### config.mk
export PLATFORM = sky130hd
export DESIGN_NAME = dl_ctrl
export DESIGN_NICKNAME = d
export VERILOG_FILES = /design/src/game_pkg.sv /design/src/dl_ctrl.sv
export VERILOG_INCLUDE_DIRS = /design/src /design/src/src
export SDC_FILE = /design/constraint.sdc
export NUM_CORES = 1
export LEC_CHECK = 0
export BUFFER_PORTS_ARGS = -buffer_cell sky130_fd_sc_hd__buf_4
export CAP_MARGIN = 20
export CORE_MARGIN = 10
export CORE_UTILIZATION = 33
export DETAILED_ROUTE_END_ITERATION = 8
export PLACE_DENSITY = 0.78
export SYNTH_ARGS = -nofsm -noshare
export SYNTH_HDL_FRONTEND = slang
export SYNTH_SLANG_ARGS = --single-unit
### constraint.sdc
create_clock -name clk -period 1.7 [get_ports clk]
set_clock_uncertainty 0.1 [all_clocks]
set_input_delay 0.255 -clock clk [delete_from_list [all_inputs] [get_ports clk]]
set_output_delay 0.255 -clock clk [all_outputs]
set_load 0.005 [all_outputs]
### src/game_cfg.svh
//**********************************************************
// Game glue configuration
// Address widths, download regions and CPU decode addresses
// shared by the 1942, Vulgus and Higemaru glue logic
//**********************************************************
`ifndef GAME_CFG_SVH
`define GAME_CFG_SVH

// Download stream, word addresses
`define PROG_AW     22
`define HDR_LEN     2
`define OBJ_START   22'h0_C000  // Object ROM region
`define OBJ_END     22'h1_4000
`define PROM_START  22'h2_0000  // PROM banks of 256 bytes from here on
`define PROM_AW     8

// CPU bus
`define CPU_AW      13
`define CHAR_BASE   13'h1000    // Bits 12:11 pick the 2 KB window
`define FLIP_ADDR   13'h0804
`define VRAM_AW     10

`endif

### src/game_pkg.sv
//**********************************************************
// Game glue package
// Game id and the packed structs passed between the blocks
//**********************************************************
`include "game_cfg.svh"
`default_nettype none

package game_pkg;

    typedef enum logic [1:0] {
        G1942    = 2'd0,
        VULGUS   = 2'd1,
        HIGEMARU = 2'd2
    } game_id_e;

    // One write from the ROM download stream
    typedef struct packed {
        logic [`PROG_AW-1:0] addr;
        logic [7:0]          data;
        logic                we;
        logic                hdr;   // Header bytes come first
    } prog_t;

    // One CPU cycle, strobes active low
    typedef struct packed {
        logic [`CPU_AW-1:0] addr;
        logic [7:0]         dout;
        logic               wr_n;
        logic               rd_n;
    } cpu_bus_t;

    typedef struct packed {
        logic red_we;
        logic green_we;
        logic blue_we;
        logic char_we;
        logic scr_we;
        logic obj_we;
        logic d1_we;
        logic d2_we;
        logic irq_we;
    } prom_we_t;

    typedef struct packed {
        game_id_e game_id;
        logic     flip_xor;
        logic     hige;     // Registered copy of game_id == HIGEMARU
    } cfg_t;

endpackage

`default_nettype wire

### src/dl_ctrl.sv
//**********************************************************
// Download controller
// Captures the game header, remaps object ROM addresses
// and turns PROM writes into per-PROM enables
//**********************************************************
`timescale 1ns/1ps
`include "game_cfg.svh"
`default_nettype none

module dl_ctrl (
    input  wire                     clk,
    input  wire                     rst_n,
    input  wire game_pkg::prog_t    prog,
    output game_pkg::cfg_t          cfg,
    output game_pkg::prom_we_t      prom_we,
    output logic [`PROG_AW-1:0]     post_addr
);
    import game_pkg::*;

    localparam logic [`PROG_AW-1:0] hdr_len    = `HDR_LEN;
    localparam logic [`PROG_AW-1:0] obj_start  = `OBJ_START;
    localparam logic [`PROG_AW-1:0] obj_end    = `OBJ_END;
    localparam logic [`PROG_AW-1:0] prom_start = `PROM_START;

    game_id_e    game_id;
    logic        flip_xor;
    logic        hige;
    logic        hdr_wr;
    logic        prom_wr;
    logic        in_obj;
    logic [3:0]  bank;

    assign hdr_wr  = prog.we && prog.hdr && (prog.addr < hdr_len);
    assign prom_wr = prog.we && !prog.hdr && (prog.addr >= prom_start);
    assign bank    = prog.addr[11:8];

    // Header bytes: 0 is the game id, 1 carries the flip inversion
    always_ff @(posedge clk or negedge rst_n) begin
        if (!rst_n) begin
            game_id  <= G1942;
            flip_xor <= 1'b0;
            hige     <= 1'b0;
        end else begin
            hige <= (game_id == HIGEMARU);  // One cycle behind game_id
            if (hdr_wr) begin
                case (prog.addr[0])
                    1'b0: game_id  <= game_id_e'(prog.data[1:0]);
                    1'b1: flip_xor <= prog.data[0];
                    default: ;
                endcase
            end
        end
    end

    assign cfg = '{game_id: game_id, flip_xor: flip_xor, hige: hige};

    // Object ROM data is stored with address bits 5:1 rotated,
    // Higemaru keeps its natural order
    assign in_obj = !hige && (prog.addr >= obj_start) && (prog.addr < obj_end);

    always_comb begin
        post_addr = prog.addr;
        if (in_obj) begin
            post_addr[5:1] = {prog.addr[4:1], prog.addr[5]};
        end
    end

    // PROM bank layout per game
    always_comb begin
        prom_we = '0;
        if (prom_wr) begin
            prom_we.red_we   = (bank == 4'd0);              // Also Higemaru palette
            prom_we.green_we = !hige && (bank == 4'd1);
            prom_we.blue_we  = !hige && (bank == 4'd2);
            prom_we.scr_we   = (bank == 4'd4);
            prom_we.d1_we    = (bank == 4'd6);
            prom_we.d2_we    = (bank == 4'd7);
            if (hige) begin
                // Char lookup is only 128 entries here
                prom_we.char_we = (bank == 4'd1) && !prog.addr[7];
                prom_we.obj_we  = (bank == 4'd2);
                prom_we.irq_we  = (bank == 4'd3);
            end else begin
                prom_we.char_we = (bank == 4'd3);
                prom_we.obj_we  = (bank == 4'd5);
                prom_we.irq_we  = (bank == 4'd8);
            end
        end
    end

endmodule

`default_nettype wire

==> flow_summary.json, run 1 <==
{
  "drive_above_1_share_pct": 69.9,
  "proportion_of_synthesized_flip_flops_having_asynchronous_set_or_reset_pct": 100,
  "grt.overflow.total": 0,
  "worstHoldPathCells": 2,
  "viasPerCell": 4.72,
  "hpwlAfterDp_um": 2050,
  "timing.final.hold_violations": 0,
  "top_ff_cell_synth": "sky130_fd_sc_hd__dfrtp_1",
  "worst_slack_ns": -0.132,
  "cts_max_path_buffers": 2,
  "floorplan.initialDensity_pct": 35.1,
  "top_level_port_count": 69,
  "worst_setup_path_end_kind": "primary output",
  "startpoint_type": "input pin",
  "maxClockFrequency_mhz": 546,
  "area_overhead_of_the_layout_relative_to_synthesis_pct": 88.3,
  "failed_checks": "setup timing",
  "numClockSinks": 4,
  "synth_area_um2": 612,
  "max_slew_margin_pct": 75.1,
  "initialDrtViolationCount": 17,
  "die-width_um": 63.1,
  "detail-route-antenna-nets": 0,
  "fp.dieH_um": 63.1,
  "diodes": 0,
  "cp.arrival_ns": 1.48,
  "drt-pass1-iter-count": 5,
  "critPathSlowestCell": "sky130_fd_sc_hd__mux2_4",
  "grt_pass1_vias": 788,
  "critical_path_buf_inv_count": 3,
  "maxCapViolations": 0,
  "place.gp.congestion": 0.758,
  "clock-root-buffer": "sky130_fd_sc_hd__clkbuf_4",
  "clock_tree.htree_level_count": 1,
  "cp_top_family": "simple AND/OR/NAND/NOR gates",
  "core.rowCount": 15,
  "routed_wl_um": 2480,
  "buffer_ports.inserted": 62,
  "synth.lib_cells_used.distinct": 28,
  "critical-path-max-stage-delay_ns": 0.31,
  "finalSetupViolations": 11,
  "worst_pin_slew_ns": 0.363,
  "clk_pin_slew_worst_paths_ns": 0.04,
  "timing.reg2reg.worst_path_depth": 1,
  "grt_start_max_net_pins": 10,
  "crit_path_cell_trace": "buf_8, nor4_4, nand2_2, nor3_2, buf_4, mux2_4, buf_6",
  "power.leakage_nw": 0.589,
  "path_depth": 7,
  "unrepaired_setup_endpoints_after_global_routing": "yes",
  "synth-seq-area-share_pct": 16.4,
  "drcViolationCount": 0,
  "yosys_warnings": 0,
  "post-place-cells": 152,
  "final.min_clock_period_ns": 1.83,
  "cts-buffers-inserted": 3,
  "power.ir.vdd_worst_uv": 188,
  "cts_tree": "yes",
  "power.density_mw_per_mm2": 348,
  "hold_path_class": "in2reg",
  "syn_avg_cell_area_um2": 8.16,
  "detailed_route_wire_length_per_cell_um": 15.7,
  "preCtsSetupSlack_ns": -0.233,
  "report.final.slew_viol_count": 0,
  "cp_max_fo": 5,
  "cp_data_required_time_ns": 1.34,
  "timing_worst_setup_path_type": "in2out",
  "grt_antenna_before_repair": 0,
  "insertion_delay_of_the_later_clocked_pin_in_the_worst_skew_pair_ns": 0.23,
  "mappedNetlistNets": 109,
  "syn-instance-count": 75,
  "num_vias": 745,
  "run_status": "finished, violations left",
  "die_area_mm2": 0.00398,
  "grt.total_usage_pct": 11.5,
  "nNetsFinal": 169,
  "synth_edf_count": 0,
  "fin_total_pwr_mw": 0.401,
  "period_share_pct": 108,
  "ys_seq_elements": 4,
  "grt_pass1_wl_um": 3880,
  "final_cells": 158,
  "placeableCoreArea_mm2": 0.00175,
  "fin_setup_tns_ns": -0.998
}
==> worst paths after layout <==
| kind | start | to | slack [ns] |
|---|---|---|---|
| worst max-delay path | prog[31] | post_addr[3] | -0.13 |
| worst min-delay path | prog[3] | game_id[1] | 0.15 |
| worst max register to register | game_id[0] | game_id[0] | 0.84 |
| worst min register to register | game_id[0] | hige | 0.38 |
| max in group asynchronous | rst_n | hige | 1.14 |
| min in group asynchronous | rst_n | game_id[1] | 0.25 |
==> state kept, by name, indices dropped and copies added (netlist names) <==
| register | count |
|---|---|
| flip_xor | 1 |
| hige | 1 |
| game_id | 2 |
==> synthesized netlist by cell type (2+ instances only) <==
| library cell | number | share of area [%] |
|---|---|---|
| sky130_fd_sc_hd__mux2_2 | 6 | 11 |
| sky130_fd_sc_hd__inv_1 | 3 | 1.8 |
| sky130_fd_sc_hd__buf_4 | 19 | 23 |
| sky130_fd_sc_hd__nor4_1 | 4 | 4.1 |
| sky130_fd_sc_hd__nand2_1 | 4 | 2.5 |
| sky130_fd_sc_hd__nor2_1 | 8 | 4.9 |
| sky130_fd_sc_hd__mux2_4 | 2 | 4.9 |
| sky130_fd_sc_hd__dfrtp_1 | 4 | 16 |
| sky130_fd_sc_hd__nor3_1 | 3 | 2.5 |
| sky130_fd_sc_hd__nand3b_1 | 2 | 2.5 |
| sky130_fd_sc_hd__clkbuf_1 | 3 | 1.8 |
==> routing by layer <==
layer | track usage (%) | share of wire [%] | up-vias
met5 | 0 | 0 | -
met4 | 3.35 | 0 | 0
met2 | 20.7 | 49 | 49
met3 | 2.30 | 8.0 | 0
li1 | - | - | 366
met1 | 13.2 | 43 | 330
==> metrics by stage <==
stage	hold WS [ns]	instance area, um^2	utilization [%]
2_1_floorplan	-0.141	612	-
3_3_place_gp	-0.0479	1040	59.9
3_5_place_dp	-0.0430	1040	59.9
4_1_cts	0.146	1140	65.4
5_1_grt	0.153	1150	66.0
6_report	0.154	1150	66.0
==> report_power, final <==
part / internal (mW) / switching (mW) / total (mW)
Clock: 0.0791 / 0.0399 / 0.119
Combinational: 0.117 / 0.0694 / 0.186
Sequential: 0.0957 / 0.000000238 / 0.0957
==> what timing repair did <==
action | 4_1_cts | 5_1_grt
hold buffers | 1 | 0
endpoints found under the hold margin | 4 | 0
gates resized for setup | 15 | 1
endpoints found under the setup margin | 9 | 15
pin swaps | 4 | 2
buffers inserted | 2 | 1
==> area by class of cell <==
type | instances | area (um^2)
fill | 146 | 593
inverter | 3 | 11.3
multi-input combinational | 46 | 373
tap | 25 | 31.3
clock buffer | 3 | 22.5
sequential | 4 | 100
timing repair buffer | 77 | 614
==> placed cells by master, fill, tap and decap left out, types with 2 or more instances in the layout <==
cell	instances
sky130_fd_sc_hd__buf_4	68
sky130_fd_sc_hd__buf_6	7
sky130_fd_sc_hd__clkbuf_4	3
sky130_fd_sc_hd__dfrtp_1	4
sky130_fd_sc_hd__inv_1	3
sky130_fd_sc_hd__mux2_4	7
sky130_fd_sc_hd__nand2_1	4
sky130_fd_sc_hd__nand3b_1	2
sky130_fd_sc_hd__nor2_1	7
sky130_fd_sc_hd__nor3_1	3
sky130_fd_sc_hd__nor4_1	4
==> cells by family (layout without fill, tap and decap cells) <==
group	after synthesis	count (layout)	synth area share, %
multiplexers	9	9	17.6
buffers and inverters	25	83	27.0
AND/OR/NAND/NOR	33	33	34.6
flip-flops	4	4	16.4
AO/OA/AOI/OAI	4	4	4.50
(Power assumes the default switching activity.)
==> run 2, diff against run 1 <==
--- a/config.mk
+++ b/config.mk
@@ -12,6 +12,7 @@
 export CORE_UTILIZATION = 33
 export DETAILED_ROUTE_END_ITERATION = 8
 export PLACE_DENSITY = 0.78
+export SETUP_SLACK_MARGIN = 0.05
 export SYNTH_ARGS = -nofsm -noshare
 export SYNTH_HDL_FRONTEND = slang
 export SYNTH_SLANG_ARGS = --single-unit
==> constraint.sdc (replaced) <==
create_clock -name clk -period 2.1 [get_ports clk]
set_clock_uncertainty 0.1 [all_clocks]
set_input_delay 0.315 -clock clk [delete_from_list [all_inputs] [get_ports clk]]
set_output_delay 0.315 -clock clk [all_outputs]
set_load 0.005 [all_outputs]
==> flow_summary.json, run 2 (synthesized netlist as in run 1, its figures left out) <==
{
  "drcViolationCount": 0,
  "insertion_delay_of_the_later_clocked_pin_in_the_worst_skew_pair_ns": 0.23,
  "routed_wl_um": 2390,
  "grt_pass1_vias": 708,
  "numClockSinks": 4,
  "hpwlAfterDp_um": 1870,
  "worstHoldPathCells": 2,
  "finalSetupViolations": 0,
  "cp_top_family": "simple AND/OR/NAND/NOR gates",
  "num_vias": 689,
  "critical_path_buf_inv_count": 3,
  "cp_max_fo": 5,
  "holdCritStartpoint": "prog[3]",
  "grt_start_max_net_pins": 11,
  "grt_antenna_before_repair": 0,
  "drive_above_1_share_pct": 65.3,
  "max_flop_register": "game_id",
  "worst_hold_path.endpoint": "game_id[1]",
  "detailed_route_wire_length_per_cell_um": 16.3,
  "grt.overflow.total": 0,
  "clock_tree.htree_level_count": 1,
  "timing.reg2reg.worst_path_depth": 1,
  "r2r-start": "game_id[0]",
  "nNetsFinal": 157,
  "worst_pin_slew_ns": 0.414,
  "cp_data_required_time_ns": 1.68,
  "clock-root-buffer": "sky130_fd_sc_hd__clkbuf_4",
  "die_area_mm2": 0.00398,
  "post-place-cells": 142,
  "max_slew_margin_pct": 72.2,
  "critPathMostFrequentCell": "sky130_fd_sc_hd__buf_4",
  "top_level_port_count": 69,
  "final_cells": 146,
  "critical-path-max-stage-delay_ns": 0.31,
  "maxClockFrequency_mhz": 510,
  "post-route-cell-area_mm2": 0.00104,
  "worst_slack_ns": 0.140,
  "flip_flop_count_of_the_largest_register_after_layout": 2,
  "timing.final.hold_violations": 0,
  "grt.total_usage_pct": 9.75,
  "cts_tree": "yes",
  "period_share_pct": 93.3,
  "drt-pass1-iter-count": 3,
  "crit_path_cell_trace": "buf_4, nor4_4, nand2_2, nor3_2, buf_4, mux2_4, buf_6",
  "critPathSlowestCell": "sky130_fd_sc_hd__mux2_4",
  "startpoint_type": "input pin",
  "cp.arrival_ns": 1.54,
  "power.leakage_nw": 0.527,
  "grt_pass1_wl_um": 3300,
  "unrepaired_setup_endpoints_after_global_routing": "no",
  "final_cell_mix": "sky130_fd_sc_hd__buf_4, sky130_fd_sc_hd__nor2_1, sky130_fd_sc_hd__mux2_4",
  "most_common_cell_after_layout_fill_and_taps_aside": "sky130_fd_sc_hd__buf_4",
  "power.ir.vdd_worst_uv": 160,
  "core.rowCount": 15,
  "area_overhead_of_the_layout_relative_to_synthesis_pct": 70.6,
  "final.min_clock_period_ns": 1.96,
  "buffer_ports.inserted": 62,
  "placeableCoreArea_mm2": 0.00175,
  "detail-route-antenna-nets": 0,
  "hold_path_class": "in2reg",
  "diodes": 0,
  "worst_setup_path_end_kind": "primary output",
  "report.final.slew_viol_count": 0,
  "die-width_um": 63.1,
  "rr_endpoint": "game_id[0]",
  "timing_worst_setup_path_type": "in2out",
  "power.density_mw_per_mm2": 293,
  "viasPerCell": 4.72,
  "floorplan.initialDensity_pct": 35.1,
  "cts_max_path_buffers": 2,
  "preCtsSetupSlack_ns": 0.0634,
  "clk_pin_slew_worst_paths_ns": 0.04,
  "initialDrtViolationCount": 19,
  "place_area_um2": 970,
  "fin_setup_tns_ns": 0,
  "cts-buffers-inserted": 3,
  "place.gp.congestion": 0.727,
  "maxCapViolations": 0,
  "whs_ns": 0.217,
  "run_status": "completed",
  "timing.reg2reg.setup_slack_ns": 1.23,
  "reg.largest.list": "game_id (2), flip_xor (1), hige (1)",
  "fp.dieH_um": 63.1
}
[run 2: area by class of cell]
type / count / area (um^2)
inverters: 3 / 11.3
flip-flops and latches: 4 / 100
clock buffers: 3 / 22.5
multi-input cells: 46 / 365
repair buffers: 65 / 513
well taps: 25 / 31.3
fillers: 170 / 702
[run 2: per-layer routing]
metal | share of wire [%] | wire length, um | GRT usage (%)
met1 | 41 | 987 | 11.3
met2 | 50 | 1200 | 16.4
met3 | 8.5 | 202 | 3.00
met4 | 0 | 0 | 3.35
met5 | 0 | 0 | 0
[run 2: metrics by stage]
step,total power [mW],utilization [%]
floorplan,0.132,-
global placement,0.201,55.6
detailed placement,0.202,55.6
CTS,0.301,57.4
global route,0.328,59.8
finish,0.306,59.8
[run 2: worst max path at each step]
stage               depth (start not counted)  startpoint  slack, ns      endpoint
floorplan                                   4    prog[27]       0.30  post_addr[1]
global placement                            7    prog[27]       0.06  post_addr[5]
detailed placement                          7    prog[27]       0.06  post_addr[1]
CTS                                         7    prog[27]       0.06  post_addr[4]
global route                                7    prog[29]       0.05  post_addr[2]
finish                                      7    prog[29]       0.14  post_addr[2]
[run 2: where the power goes]
| group | switching, mW | internal [mW] |
|---|---|---|
| Combinational | 0.0522 | 0.0820 |
| Sequential | 0.000000359 | 0.0775 |
| Clock | 0.0302 | 0.0639 |
[run 2: what timing repair did]
| item | in CTS | in global routing |
|---|---|---|
| hold buffers | 1 | 0 |
| resized for setup | 0 | 11 |
| setup buffers | 0 | 0 |
| hold endpoints to repair | 4 | 0 |
| endpoints found under the setup margin | 0 | 5 |
