==> src/game_cfg.svh <==
//**********************************************************
// Game glue configuration
// Address widths, download regions and CPU decode addresses
// shared by the 1942, Vulgus and Higemaru glue logic
//**********************************************************
`ifndef GAME_CFG_SVH
`define GAME_CFG_SVH

// Download stream, word addresses
`define PROG_AW     22
`define HDR_LEN     2
`define OBJ_START   22'h0_C000  // Object ROM region
`define OBJ_END     22'h1_4000
`define PROM_START  22'h2_0000  // PROM banks of 256 bytes from here on
`define PROM_AW     8

// CPU bus
`define CPU_AW      13
`define CHAR_BASE   13'h1000    // Bits 12:11 pick the 2 KB window
`define FLIP_ADDR   13'h0804
`define VRAM_AW     10

`endif

==> src/game_pkg.sv <==
//**********************************************************
// Game glue package
// Game id and the packed structs passed between the blocks
//**********************************************************
`include "game_cfg.svh"
`default_nettype none

package game_pkg;

    typedef enum logic [1:0] {
        G1942    = 2'd0,
        VULGUS   = 2'd1,
        HIGEMARU = 2'd2
    } game_id_e;

    // One write from the ROM download stream
    typedef struct packed {
        logic [`PROG_AW-1:0] addr;
        logic [7:0]          data;
        logic                we;
        logic                hdr;   // Header bytes come first
    } prog_t;

    // One CPU cycle, strobes active low
    typedef struct packed {
        logic [`CPU_AW-1:0] addr;
        logic [7:0]         dout;
        logic               wr_n;
        logic               rd_n;
    } cpu_bus_t;

    typedef struct packed {
        logic red_we;
        logic green_we;
        logic blue_we;
        logic char_we;
        logic scr_we;
        logic obj_we;
        logic d1_we;
        logic d2_we;
        logic irq_we;
    } prom_we_t;

    typedef struct packed {
        game_id_e game_id;
        logic     flip_xor;
        logic     hige;     // Registered copy of game_id == HIGEMARU
    } cfg_t;

endpackage

`default_nettype wire

==> src/cpu_decode.sv <==
//**********************************************************
// CPU bus decoder
// Character VRAM select, screen flip register, effective
// flip and the registered read data for the CPU
//**********************************************************
`timescale 1ns/1ps
`include "game_cfg.svh"
`default_nettype none

module cpu_decode (
    input  wire                      clk,
    input  wire                      rst_n,
    input  wire game_pkg::cpu_bus_t  bus,
    input  wire game_pkg::cfg_t      cfg,
    input  wire                      flip_en,    // Vulgus extra DIP switch
    input  wire [7:0]                vram_byte,
    output logic                     char_cs,
    output logic [7:0]               cpu_din,
    output logic                     eff_flip
);
    import game_pkg::*;

    localparam logic [`CPU_AW-1:0] char_base = `CHAR_BASE;
    localparam logic [`CPU_AW-1:0] flip_addr = `FLIP_ADDR;

    logic flip_reg;
    logic flip_wr;
    logic vulgus_flip;

    // 2 KB window, low 11 bits go to the VRAM
    assign char_cs = (bus.addr[`CPU_AW-1:11] == char_base[`CPU_AW-1:11]);

    assign flip_wr     = !bus.wr_n && (bus.addr == flip_addr);
    assign vulgus_flip = (cfg.game_id == VULGUS) && flip_en;

    always_ff @(posedge clk or negedge rst_n) begin
        if (!rst_n) begin
            flip_reg <= 1'b0;
            eff_flip <= 1'b0;
        end else begin
            if (flip_wr) begin
                flip_reg <= bus.dout[7];
            end
            eff_flip <= vulgus_flip ^ cfg.flip_xor ^ flip_reg;
        end
    end

    // Read data is held until the next read strobe
    always_ff @(posedge clk) begin
        if (!bus.rd_n) begin
            cpu_din <= char_cs ? vram_byte : 8'hff;  // Open bus elsewhere
        end
    end

endmodule

`default_nettype wire

==> config.mk <==
export PLATFORM = sky130hd
export DESIGN_NAME = cpu_decode
export DESIGN_NICKNAME = d
export VERILOG_FILES = /design/src/game_pkg.sv /design/src/cpu_decode.sv
export VERILOG_INCLUDE_DIRS = /design/src /design/src/src
export SDC_FILE = /design/constraint.sdc
export NUM_CORES = 1
export LEC_CHECK = 0
export ABC_AREA = 1
export CAP_MARGIN = 20
export CORE_UTILIZATION = 35
export CTS_CLUSTER_DIAMETER = 100
export CTS_CLUSTER_SIZE = 20
export DETAILED_ROUTE_END_ITERATION = 16
export DONT_BUFFER_PORTS = 1
export PLACE_DENSITY = 0.53
export SETUP_SLACK_MARGIN = 0.1
export SKIP_LAST_GASP = 1
export SYNTH_ARGS = -nofsm -noshare
export SYNTH_HDL_FRONTEND = slang
export SYNTH_SLANG_ARGS = --single-unit
==> constraint.sdc <==
create_clock -name clk -period 1.7 [get_ports clk]
set_input_delay 0.34 -clock clk [delete_from_list [all_inputs] [get_ports clk]]
set_output_delay 0.34 -clock clk [all_outputs]
set_load 0.1 [all_outputs]
==> summary.md, run 1 <==
| Metric | Value |
|---|---|
| Crit path largest cell delay | 0.34 ns |
| Clock sink total | 10 |
| YS warnings | 0 |
| Post-Synthesis Net Count | 91 |
| Proportion of layout cells with a drive suffix above 1 | 0.2353 |
| Shortest period the worst path allows | 1.226 ns |
| Share of the clock period used by the worst path | 0.7212 |
| CP bufs+invs | 1 |
| Average detailed-routed wire length per instance | 9.476 µm |
| Total Routing Usage GR | 0.1218 |
| Clock tree from TritonCTS | done |
| Share of Yosys cell area claimed by the top area cell type | 0.5106 |
| Number of cells upsized or downsized after cts | 0 |
| Leading cell types in the layout, fill and taps excluded | sky130_fd_sc_hd__nand2_1 (16), sky130_fd_sc_hd__inv_1 (14), sky130_fd_sc_hd__buf_4 (9), sky130_fd_sc_hd__edfxtp_1 (8), sky130_fd_sc_hd__nor2_1 (7) |
| Cell row count | 12 |
| Crit path arrival time | 0.89 ns |
| Total area of multi-input combinational cells | 132.6 µm² |
| Sort of element at the start of the critical path | flip-flop |
| Worst slew margin relative to its limit | 0.7962 |
| Count of fill cells added during filler insertion | 126 |
| Wire length reported by the detailed router | 777 µm |
| TritonCTS Buffers | 3 |
| Clock-pin slew reported for the worst setup and hold paths after clock tree synthesis | 0.07 ns |
| Gr ovfl total | 0 |
| Clock Skew | 0.00004521 ns |
| Worst slew pin tran | 0.3053 ns |
| Clock tree root buffer cell | sky130_fd_sc_hd__clkbuf_4 |
| Final antenna-violating net count | 0 |
| Via count of the first global-routing pass | 291 |
| First-pass iteration count of the detailed router | 2 |
| Maximum root-to-sink buffer count | 2 |
| RSZ-0062 raised after global routing | no |
| Instance count on the critical path | 1 |
| Initial core utilization | 0.4017 |
| Critical-path top delay cell | sky130_fd_sc_hd__edfxtp_1 |
| Cell count of the worst hold path | 2 |
| Post-detailed-placement half-perimeter wirelength | 620.5 µm |
| Category of the most critical setup path | flip-flop to output port |
| Clock latency at the later pin of the worst-skew pair | 0.25 ns |
| Power Density | 1042 mW/mm² |
| Max IR drop VDD | 0.0004057 V |
| Status | finished clean |
| PortBufs | 0 |
| Max_cap viols | 0 |
| Largest register FFs | 8 |
| Number of cell instances on the worst register-to-register path | 2 |
| First-pass GRT wire length | 1124 µm |
| Static Leakage | 0.2924 nW |
| Number of hold violations in the final report | 0 |
| Number of max-slew violations in the final report | 0 |
| Floorplan die height | 38.66 µm |
| Pin count of the biggest net entering global routing | 10 |
| Worst min path class | input pin to flip-flop |
| Most common library cell in the layout ignoring fill and taps | sky130_fd_sc_hd__nand2_1 |
| Share of the yosys chip area belonging to registers | 0.6170 |
| Floorplan die width | 38.66 µm |
| Synthesized instance count | 53 |
| Initial antenna violation count | 0 |
| Vias after detailed routing | 347 |
| Core footprint | 0.001171 mm² |
| Cell variety after synth | 8 |
| Setup Fix Bufs, Post-CTS | 0 |
| Delay-heaviest family, CP | flip-flops |
| Final Util | 0.5267 |
| Worst setup slack before clock tree synthesis | 0.6679 ns |
| Max FO, Critical Path | 1 |
| DRC viols | 0 |
| Area growth, synth to finish | 31.12% |
| Data required, critical path | 1.36 ns |
| Synthesized flop and latch total | 10 |
| Area of the die | 0.001495 mm² |
| Count of endpoints failing setup in the final report | 0 |
| Per-instance average area after synthesis | 8.876 µm² |
| Sequence of cells on the critical path | buf_4 |
| Yosys top cell by area | sky130_fd_sc_hd__edfxtp_1 |
| Antenna diode count | 0 |
| Vias per cell | 4.232 |
| Layout net count | 107 |
| Register area | 290.3 µm² |
| Smallest setup slack after layout | 0.4739 ns |
| Maximum operating frequency | 0.8156 GHz |
| Post-route setup TNS | 0 ns |
| Cell types with the largest area share after synthesis | sky130_fd_sc_hd__edfxtp_1 (51%), sky130_fd_sc_hd__nand2_1 (13%), sky130_fd_sc_hd__inv_1 (11%), sky130_fd_sc_hd__dfrtp_1 (11%), sky130_fd_sc_hd__nor2_1 (5.6%) |
| Critical path endpoint category | output port |
| Top Ports | 48 |
| Post-synthesis instance area | 470.5 µm² |
| Drt first-iter violations | 5 |
| Htree depth | 1 |
| Global placement routability congestion | 0.5879 |
kinds of logic after synthesis:
group	Yosys count	synth area share
xor+xnor	2	0.03724
buf+inv	14	0.1117
flops	10	0.6170
simple gates	27	0.2341
worst register-to-register path, stage by stage, from the launching register on:
cell and delay [ns]:
sky130_fd_sc_hd__dfrtp_1 0.38, sky130_fd_sc_hd__xnor2_1 0.16, sky130_fd_sc_hd__xnor2_1 0.13
metal layers:
layer | vias to the layer above | track usage | part of all wire
met5 | - | 0 | 0
met4 | 0 | 0.1552 | 0.032
met3 | 2 | 0.01734 | 0.076
met2 | 23 | 0.1792 | 0.42
met1 | 137 | 0.1324 | 0.47
li1 | 185 | - | -
synth_stat cells:
library cell               count
sky130_fd_sc_hd__dfrtp_1       2
sky130_fd_sc_hd__inv_1        14
sky130_fd_sc_hd__nor2_2        3
sky130_fd_sc_hd__nor2_1        7
sky130_fd_sc_hd__edfxtp_1      8
sky130_fd_sc_hd__xnor2_1       2
sky130_fd_sc_hd__nand2_1      16
sky130_fd_sc_hd__nand3_1       1
metrics by stage:
| stage | total power [W] | std cells | hold slack [ns] | instance area [µm²] |
|---|---|---|---|---|
| after floorplan | 0.0004424 | 53 | 0.04441 | 475.5 |
| after detailed placement | 0.0004766 | 77 | 0.04447 | 580.6 |
| after global placement | 0.0004744 | 77 | 0.04446 | 580.6 |
| after CTS | 0.0006486 | 82 | 0.2364 | 616.8 |
| final | 0.0006426 | 82 | 0.2392 | 616.8 |
| after global routing | 0.0006643 | 82 | 0.2430 | 616.8 |
where the power goes:
part	internal, W	switching (W)	leakage (nW)	total (W)
Clock	0.0000903	0.0000797	0.0150	0.000170
Sequential	0.000282	0.00000439	0.100	0.000286
Combinational	0.0000360	0.000150	0.177	0.000186
Total	0.000408	0.000234	0.292	0.000643
final cells by class:
type / count / area share
multi-input combinational: 29 / 0.2150
timing repair buffer: 11 / 0.1582
sequential: 10 / 0.4706
clock buffer: 4 / 0.04260
inverter: 14 / 0.08519
tap: 14 / 0.02840
path summary, 6_finish.rpt:
check	endpoint	slack, ns	from
hold reg to reg	flip_reg	0.57	flip_reg
setup / recovery	cpu_din[0]	0.47	cpu_din[0]
max in group asynchronous	flip_reg	1.25	rst_n
setup reg to reg	eff_flip	0.95	flip_reg
min in group asynchronous	eff_flip	0.32	rst_n
hold / removal	cpu_din[1]	0.24	vram_byte[1]
what timing repair did:
action                     4_1_cts  5_1_grt
hold endpoints to repair         2        0
hold buffers                     1        0
setup endpoints to repair        0        0
No activity file was read; power rests on OpenSTA's default activity.
==> inputs of run 2 (changes only) <==
--- a/config.mk
+++ b/config.mk
@@ -13,7 +13,7 @@
 export CTS_CLUSTER_SIZE = 20
 export DETAILED_ROUTE_END_ITERATION = 16
 export DONT_BUFFER_PORTS = 1
-export PLACE_DENSITY = 0.53
+export PLACE_DENSITY = 0.55
 export SETUP_SLACK_MARGIN = 0.1
 export SKIP_LAST_GASP = 1
 export SYNTH_ARGS = -nofsm -noshare
==> constraint.sdc (replaced) <==
create_clock -name clk -period 1.05 [get_ports clk]
set_input_delay 0.21 -clock clk [delete_from_list [all_inputs] [get_ports clk]]
set_output_delay 0.21 -clock clk [all_outputs]
set_load 0.1 [all_outputs]
==> summary.md, run 2 (synthesis results as in run 1) <==
| Metric | Value |
|---|---|
| Max IR drop VDD | 0.0008240 V (+100%) |
| RSZ-0062 raised after global routing | yes |
| Worst min path class | input pin to flip-flop |
| Shortest period the worst path allows | 1.077 ns |
| Leading cell types in the layout, fill and taps excluded | sky130_fd_sc_hd__nand2_1 (16), sky130_fd_sc_hd__inv_1 (13), sky130_fd_sc_hd__buf_12 (10), sky130_fd_sc_hd__edfxtp_1 (8), sky130_fd_sc_hd__nor2_1 (7) |
| Clock-pin slew reported for the worst setup and hold paths after clock tree synthesis | 0.07 ns (about the same) |
| Worst setup path start | cpu_din[4] |
| Failing checks | negative setup slack |
| Number of hold violations in the final report | 0 (unchanged) |
| Drt first-iter violations | 4 (-1) |
| Worst Min Path Start | vram_byte[2] |
| Pin count of the biggest net entering global routing | 10 (unchanged) |
| Wire length reported by the detailed router | 763 µm (-1.8%) |
| Share of the clock period used by the worst path | 1.026 |
| Area growth, synth to finish | 60.11% |
| Htree depth | 1 (unchanged) |
| Worst slew pin tran | 0.3090 ns (+0.003694 ns) |
| Max FO, Critical Path | 1 (unchanged) |
| Floorplan die width | 38.66 µm (unchanged) |
| Area of the die | 0.001495 mm² (unchanged) |
| Clock tree root buffer cell | sky130_fd_sc_hd__clkbuf_4 |
| DP Cell Count | 77 (unchanged) |
| End of the worst register-to-register path | eff_flip |
| Crit path arrival time | 0.87 ns (-0.02 ns) |
| Maximum operating frequency | 0.9284 GHz |
| First-pass GRT wire length | 1200 µm (+6.8%) |
| Initial antenna violation count | 0 (unchanged) |
| Vias after detailed routing | 357 (+2.9%) |
| Crit path largest cell delay | 0.42 ns (+0.08 ns) |
| Final Util | 0.6432 (+0.1165) |
| Pwr Total | 0.001184 W (+84%) |
| Global placement routability congestion | 0.5596 (-4.8%) |
| Number of cell instances on the worst register-to-register path | 2 (unchanged) |
| Reg2Reg Setup Slack | 0.27 ns (-0.68 ns) |
| Layout net count | 107 (unchanged) |
| Sequence of cells on the critical path | buf_12 |
| PortBufs | 0 (unchanged) |
| Cell row count | 12 (unchanged) |
| Total Routing Usage GR | 0.1256 (+0.003807) |
| Category of the most critical setup path | flip-flop to output port |
| Via count of the first global-routing pass | 306 (+5.2%) |
| Maximum root-to-sink buffer count | 2 (unchanged) |
| Hold endpoint | cpu_din[2] |
| Most common library cell in the layout ignoring fill and taps | sky130_fd_sc_hd__nand2_1 |
| Smallest setup slack after layout | -0.02716 ns (-0.5011 ns) |
| Clock Skew | 0.0001575 ns (+0.0001123 ns) |
| Sort of element at the start of the critical path | flip-flop |
| Largest register FFs | 8 (unchanged) |
| Critical-path top delay cell | sky130_fd_sc_hd__edfxtp_1 |
| Clock tree from TritonCTS | done |
| Power Density | 1571 mW/mm² (+51%) |
| Max_cap viols | 0 (unchanged) |
| First-pass iteration count of the detailed router | 4 (+2) |
| DRC viols | 0 (unchanged) |
| Delay-heaviest family, CP | flip-flops |
| Count of non-filler cells in the finished layout | 82 (unchanged) |
| Top Ports | 48 (unchanged) |
| Gr ovfl total | 0 (unchanged) |
| Final antenna-violating net count | 0 (unchanged) |
| Status | finished, violations left |
| Initial core utilization | 0.4017 (unchanged) |
| CP bufs+invs | 1 (unchanged) |
| Clock latency at the later pin of the worst-skew pair | 0.25 ns (about the same) |
| Vias per cell | 4.354 (+2.9%) |
| Antenna diode count | 0 (unchanged) |
| Launch instance of the worst register-to-register path | flip_reg |
| Data required, critical path | 0.84 ns (-0.52 ns) |
| Number of cells upsized or downsized after cts | 0 (unchanged) |
| Cell count of the worst hold path | 2 (unchanged) |
| Critical path endpoint category | output port |
| Core footprint | 0.001171 mm² (unchanged) |
| Number of max-slew violations in the final report | 0 (unchanged) |
| Clock sink total | 10 (unchanged) |
| Floorplan die height | 38.66 µm (unchanged) |
| Static Leakage | 0.3407 nW (+17%) |
| TritonCTS Buffers | 3 (unchanged) |
| Worst slew margin relative to its limit | 0.7938 (-0.002466) |
| Proportion of layout cells with a drive suffix above 1 | 0.2794 (+0.04412) |
| Post-detailed-placement half-perimeter wirelength | 639 µm (+3.0%) |
| Average detailed-routed wire length per instance | 9.305 µm (-1.8%) |
| Count of endpoints failing setup in the final report | 8 (+8) |
-- run 2: cell types whose count changed in the layout (fill, tap and decap cells not counted) --
cell | before | now
sky130_fd_sc_hd__buf_12 | 1 | 10
sky130_fd_sc_hd__buf_4 | 9 | 0
sky130_fd_sc_hd__clkbuf_1 | 1 | 0
sky130_fd_sc_hd__clkbuf_8 | 0 | 1
sky130_fd_sc_hd__dfrtp_1 | 2 | 1
sky130_fd_sc_hd__dfrtp_2 | 0 | 1
sky130_fd_sc_hd__inv_1 | 14 | 13
sky130_fd_sc_hd__inv_12 | 0 | 1
-- run 2: through the flow --
step,setup TNS (ns),area [µm²],hold WS (ns),setup slack (ns)
3_5_place_dp,0,706.9,-0.08554,0.1748
6_report,-0.1663,753.2,0.1173,-0.02716
4_1_cts,-0.2364,753.2,0.1128,-0.03926
5_1_grt,-0.4422,753.2,0.1082,-0.06265
2_1_floorplan,-1.307,489.2,-0.08559,-0.1046
3_3_place_gp,0,706.9,-0.08554,0.1782
-- run 2: layout make-up --
cell class | count | area [µm²]
Inverter | 14 | 65.06
Multi-Input combinational cell | 29 | 132.6
Tap cell | 14 | 17.52
Sequential cell | 10 | 291.5
Clock buffer | 4 | 36.28
Fill cell | 88 | 417.9
Timing Repair Buffer | 11 | 210.2
-- run 2: what timing repair did --
action / in CTS / in global routing
pin swaps: 0 / 0
buffers inserted: 0 / 0
endpoints found under the setup margin: 9 / 9
hold endpoints to repair: 2 / 0
cloned: 0 / 0
hold buffers: 1 / 0
-- run 2: where the power goes --
group	leakage, nW	internal [W]	switching, W
registers	0.0995	0.000459	0.0000212
clock network	0.0210	0.000210	0.000125
logic	0.220	0.000125	0.000244
-- run 2: worst max path at each step --
stage | endpoint | cells after the start
5_1_grt | cpu_din[6] | 1
2_1_floorplan | cpu_din[0] | 3
3_5_place_dp | char_cs | 3
6_report | cpu_din[4] | 1
3_3_place_gp | char_cs | 3
4_1_cts | cpu_din[6] | 1
-- run 2: worst register-to-register path: cells and delay by family (launching register included) --
| family | cells | cell delay [ns] |
|---|---|---|
| xor gates and xnor gates | 2 | 0.31 |
| DFF | 1 | 0.39 |
-- run 2: routing by layer --
metal  part of all wire  wire, µm  track usage
met1               0.40       308       0.1365
met2               0.51       390       0.1917
met3              0.084        64      0.06358
met4                  0         0      0.07759
met5                  0         0            0
==> inputs of run 3 (changes only) <==
--- a/config.mk
+++ b/config.mk
@@ -8,12 +8,13 @@
 export LEC_CHECK = 0
 export ABC_AREA = 1
 export CAP_MARGIN = 20
+export CORE_MARGIN = 2
 export CORE_UTILIZATION = 35
 export CTS_CLUSTER_DIAMETER = 100
 export CTS_CLUSTER_SIZE = 20
 export DETAILED_ROUTE_END_ITERATION = 16
 export DONT_BUFFER_PORTS = 1
-export PLACE_DENSITY = 0.55
+export PLACE_DENSITY = 0.53
 export SETUP_SLACK_MARGIN = 0.1
 export SKIP_LAST_GASP = 1
 export SYNTH_ARGS = -nofsm -noshare
==> constraint.sdc (replaced) <==
create_clock -name clk -period 1.2 [get_ports clk]
set_input_delay 0.24 -clock clk [delete_from_list [all_inputs] [get_ports clk]]
set_output_delay 0.24 -clock clk [all_outputs]
set_load 0.1 [all_outputs]
==> summary.md, run 3 (synthesis results as in run 1) <==
| Metric | Value |
|---|---|
| Sort of element at the start of the critical path | flip-flop |
| Critical-path top delay cell | sky130_fd_sc_hd__edfxtp_1 |
| Maximum operating frequency | 0.9010 GHz |
| Placed Instance Area | 708.2 µm² (+0.18%) |
| Share of the clock period used by the worst path | 0.9249 |
| Vias per cell | 4.301 (-1.2%) |
| Category of the most critical setup path | flip-flop to output port |
| Worst slew pin tran | 0.2933 ns (-0.01571 ns) |
| Data required, critical path | 0.96 ns (+0.12 ns) |
| Smallest setup slack after layout | 0.09011 ns (+0.1173 ns) |
| RSZ-0062 raised after global routing | yes |
| PortBufs | 0 (unchanged) |
| Global placement routability congestion | 0.6195 (+11%) |
| Leading cell types in the layout, fill and taps excluded | sky130_fd_sc_hd__nand2_1 (16), sky130_fd_sc_hd__inv_1 (13), sky130_fd_sc_hd__buf_12 (10), sky130_fd_sc_hd__edfxtp_1 (8), sky130_fd_sc_hd__nor2_1 (7) |
| Post-detailed-placement half-perimeter wirelength | 689.3 µm (+7.9%) |
| Fin Hold WS | 0.1466 ns (+0.02930 ns) |
| Wire length reported by the detailed router | 790 µm (+3.5%) |
| End of the worst register-to-register path | eff_flip |
| Reg2Reg Setup Slack | 0.44 ns (+0.17 ns) |
| Clock latency at the later pin of the worst-skew pair | 0.26 ns (about the same) |
| Clock sink total | 10 (unchanged) |
| Worst Min Path Start | vram_byte[1] |
| Via count of the first global-routing pass | 290 (-5.2%) |
| Power Density | 1367 mW/mm² (-13%) |
| Critical path endpoint category | output port |
| Vias after detailed routing | 357 (unchanged) |
| Area growth, synth to finish | 60.37% |
| Status | finished clean |
| Hold endpoint | cpu_din[1] |
| Setup Fix Bufs, Post-CTS | 0 (unchanged) |
| Cell count of the worst hold path | 2 (unchanged) |
| Pin count of the biggest net entering global routing | 10 (unchanged) |
| Initial antenna violation count | 0 (unchanged) |
| Initial core utilization | 0.3661 (-0.03559) |
| Floorplan die width | 40.66 µm (+5.2%) |
| Cell area after layout | 754.5 µm² (+0.17%) |
| Antenna diode count | 0 (unchanged) |
| Top Ports | 48 (unchanged) |
| Clock tree from TritonCTS | done |
| Most common library cell in the layout ignoring fill and taps | sky130_fd_sc_hd__nand2_1 |
| Met1 global-route usage | 0.1119 (-0.02464) |
| Clock-pin slew reported for the worst setup and hold paths after clock tree synthesis | 0.06 ns (about the same) |
| Number of cell instances on the worst register-to-register path | 2 (unchanged) |
| Maximum root-to-sink buffer count | 2 (unchanged) |
| Clock tree root buffer cell | sky130_fd_sc_hd__clkbuf_4 |
| Layout net count | 107 (unchanged) |
| Busiest layer in global routing | met2 |
| Sequence of cells on the critical path | buf_12 |
| Crit path arrival time | 0.87 ns (about the same) |
| Instance count on the critical path | 1 (unchanged) |
| Gr ovfl total | 0 (unchanged) |
| Launch instance of the worst register-to-register path | flip_reg |
| Max IR drop VDD | 0.001157 V (+40%) |
| Floorplan die height | 40.66 µm (+5.2%) |
| Number of hold violations in the final report | 0 (unchanged) |
| Post-route setup TNS | 0 ns (+0.1663 ns) |
| Worst setup slack before clock tree synthesis | 0.2675 ns (+0.09268 ns) |
| CP bufs+invs | 1 (unchanged) |
| Largest register FFs | 8 (unchanged) |
| Average detailed-routed wire length per instance | 9.518 µm (+2.3%) |
| Met3 Resource Use GR | 0.06522 (+0.001634) |
| Number of max-slew violations in the final report | 0 (unchanged) |
| Pwr Total | 0.001032 W (-13%) |
| Count of endpoints failing setup in the final report | 0 (-8) |
| Number of cells upsized or downsized after cts | 0 (unchanged) |
| Clock Skew | 0.0002322 ns (+0.00007463 ns) |
| DRC viols | 0 (unchanged) |
| Htree depth | 1 (unchanged) |
| Worst min path class | input pin to flip-flop |
| GR Util met2 | 0.1905 (-0.001190) |
| Max_cap viols | 0 (unchanged) |
| Core footprint | 0.001285 mm² (+9.7%) |
| Drt first-iter violations | 3 (-1) |
| Static Leakage | 0.3407 nW (unchanged) |
| Cell row count | 13 (+1) |
| First-pass GRT wire length | 1117 µm (-6.9%) |
| Final antenna-violating net count | 0 (unchanged) |
| First-pass iteration count of the detailed router | 2 (-2) |
| Crit path largest cell delay | 0.42 ns (about the same) |
| Total Routing Usage GR | 0.1201 (-0.005517) |
| Worst slew margin relative to its limit | 0.8043 (+0.01048) |
| Proportion of layout cells with a drive suffix above 1 | 0.2794 (unchanged) |
| Max FO, Critical Path | 1 (unchanged) |
| Area of the die | 0.001653 mm² (+11%) |
| Delay-heaviest family, CP | flip-flops |
| Shortest period the worst path allows | 1.110 ns |
| TritonCTS Buffers | 3 (unchanged) |
run 3: routing by layer:
| metal | vias to the layer above | share of wire |
|---|---|---|
| li1 | 186 | - |
| met1 | 151 | 0.35 |
| met5 | - | 0 |
| met3 | 0 | 0.061 |
| met4 | 0 | 0 |
| met2 | 20 | 0.58 |
run 3: worst max-delay path by stage:
stage | startpoint | end | slack [ns]
after floorplan | bus[22] | cpu_din[0] | 0.02
after CTS | cpu_din[4] | cpu_din[4] | 0.07
after global routing | cpu_din[2] | cpu_din[2] | 0.05
after global placement | bus[22] | char_cs | 0.27
final | cpu_din[4] | cpu_din[4] | 0.09
after detailed placement | bus[22] | char_cs | 0.27
run 3: report_power, final:
group / switching [W] / internal (W) / total [W]
clock: 0.000105 / 0.000184 / 0.000289
combinational: 0.000214 / 0.000109 / 0.000323
sequential: 0.0000183 / 0.000402 / 0.000420
run 3: through the flow:
| stage | utilization | cells |
|---|---|---|
| finish | 0.5871 | 83 |
| global route | 0.5871 | 83 |
| CTS | 0.5871 | 83 |
| detailed placement | 0.5511 | 78 |
| global placement | 0.5511 | 78 |
| floorplan | - | 53 |
run 3: final cells by class:
| type | count | area [µm²] |
|---|---|---|
| sequential | 10 | 291.5 |
| clock buffer | 4 | 36.28 |
| multi-input combinational | 29 | 132.6 |
| tap | 15 | 18.77 |
| timing repair buffer | 11 | 210.2 |
| fill | 108 | 530.5 |
| inverter | 14 | 65.06 |
run 3: repair_timing:
| action | in CTS | in global routing |
|---|---|---|
| endpoints found under the hold margin | 2 | 0 |
| setup endpoints to repair | 8 | 9 |
| hold buffers | 1 | 0 |
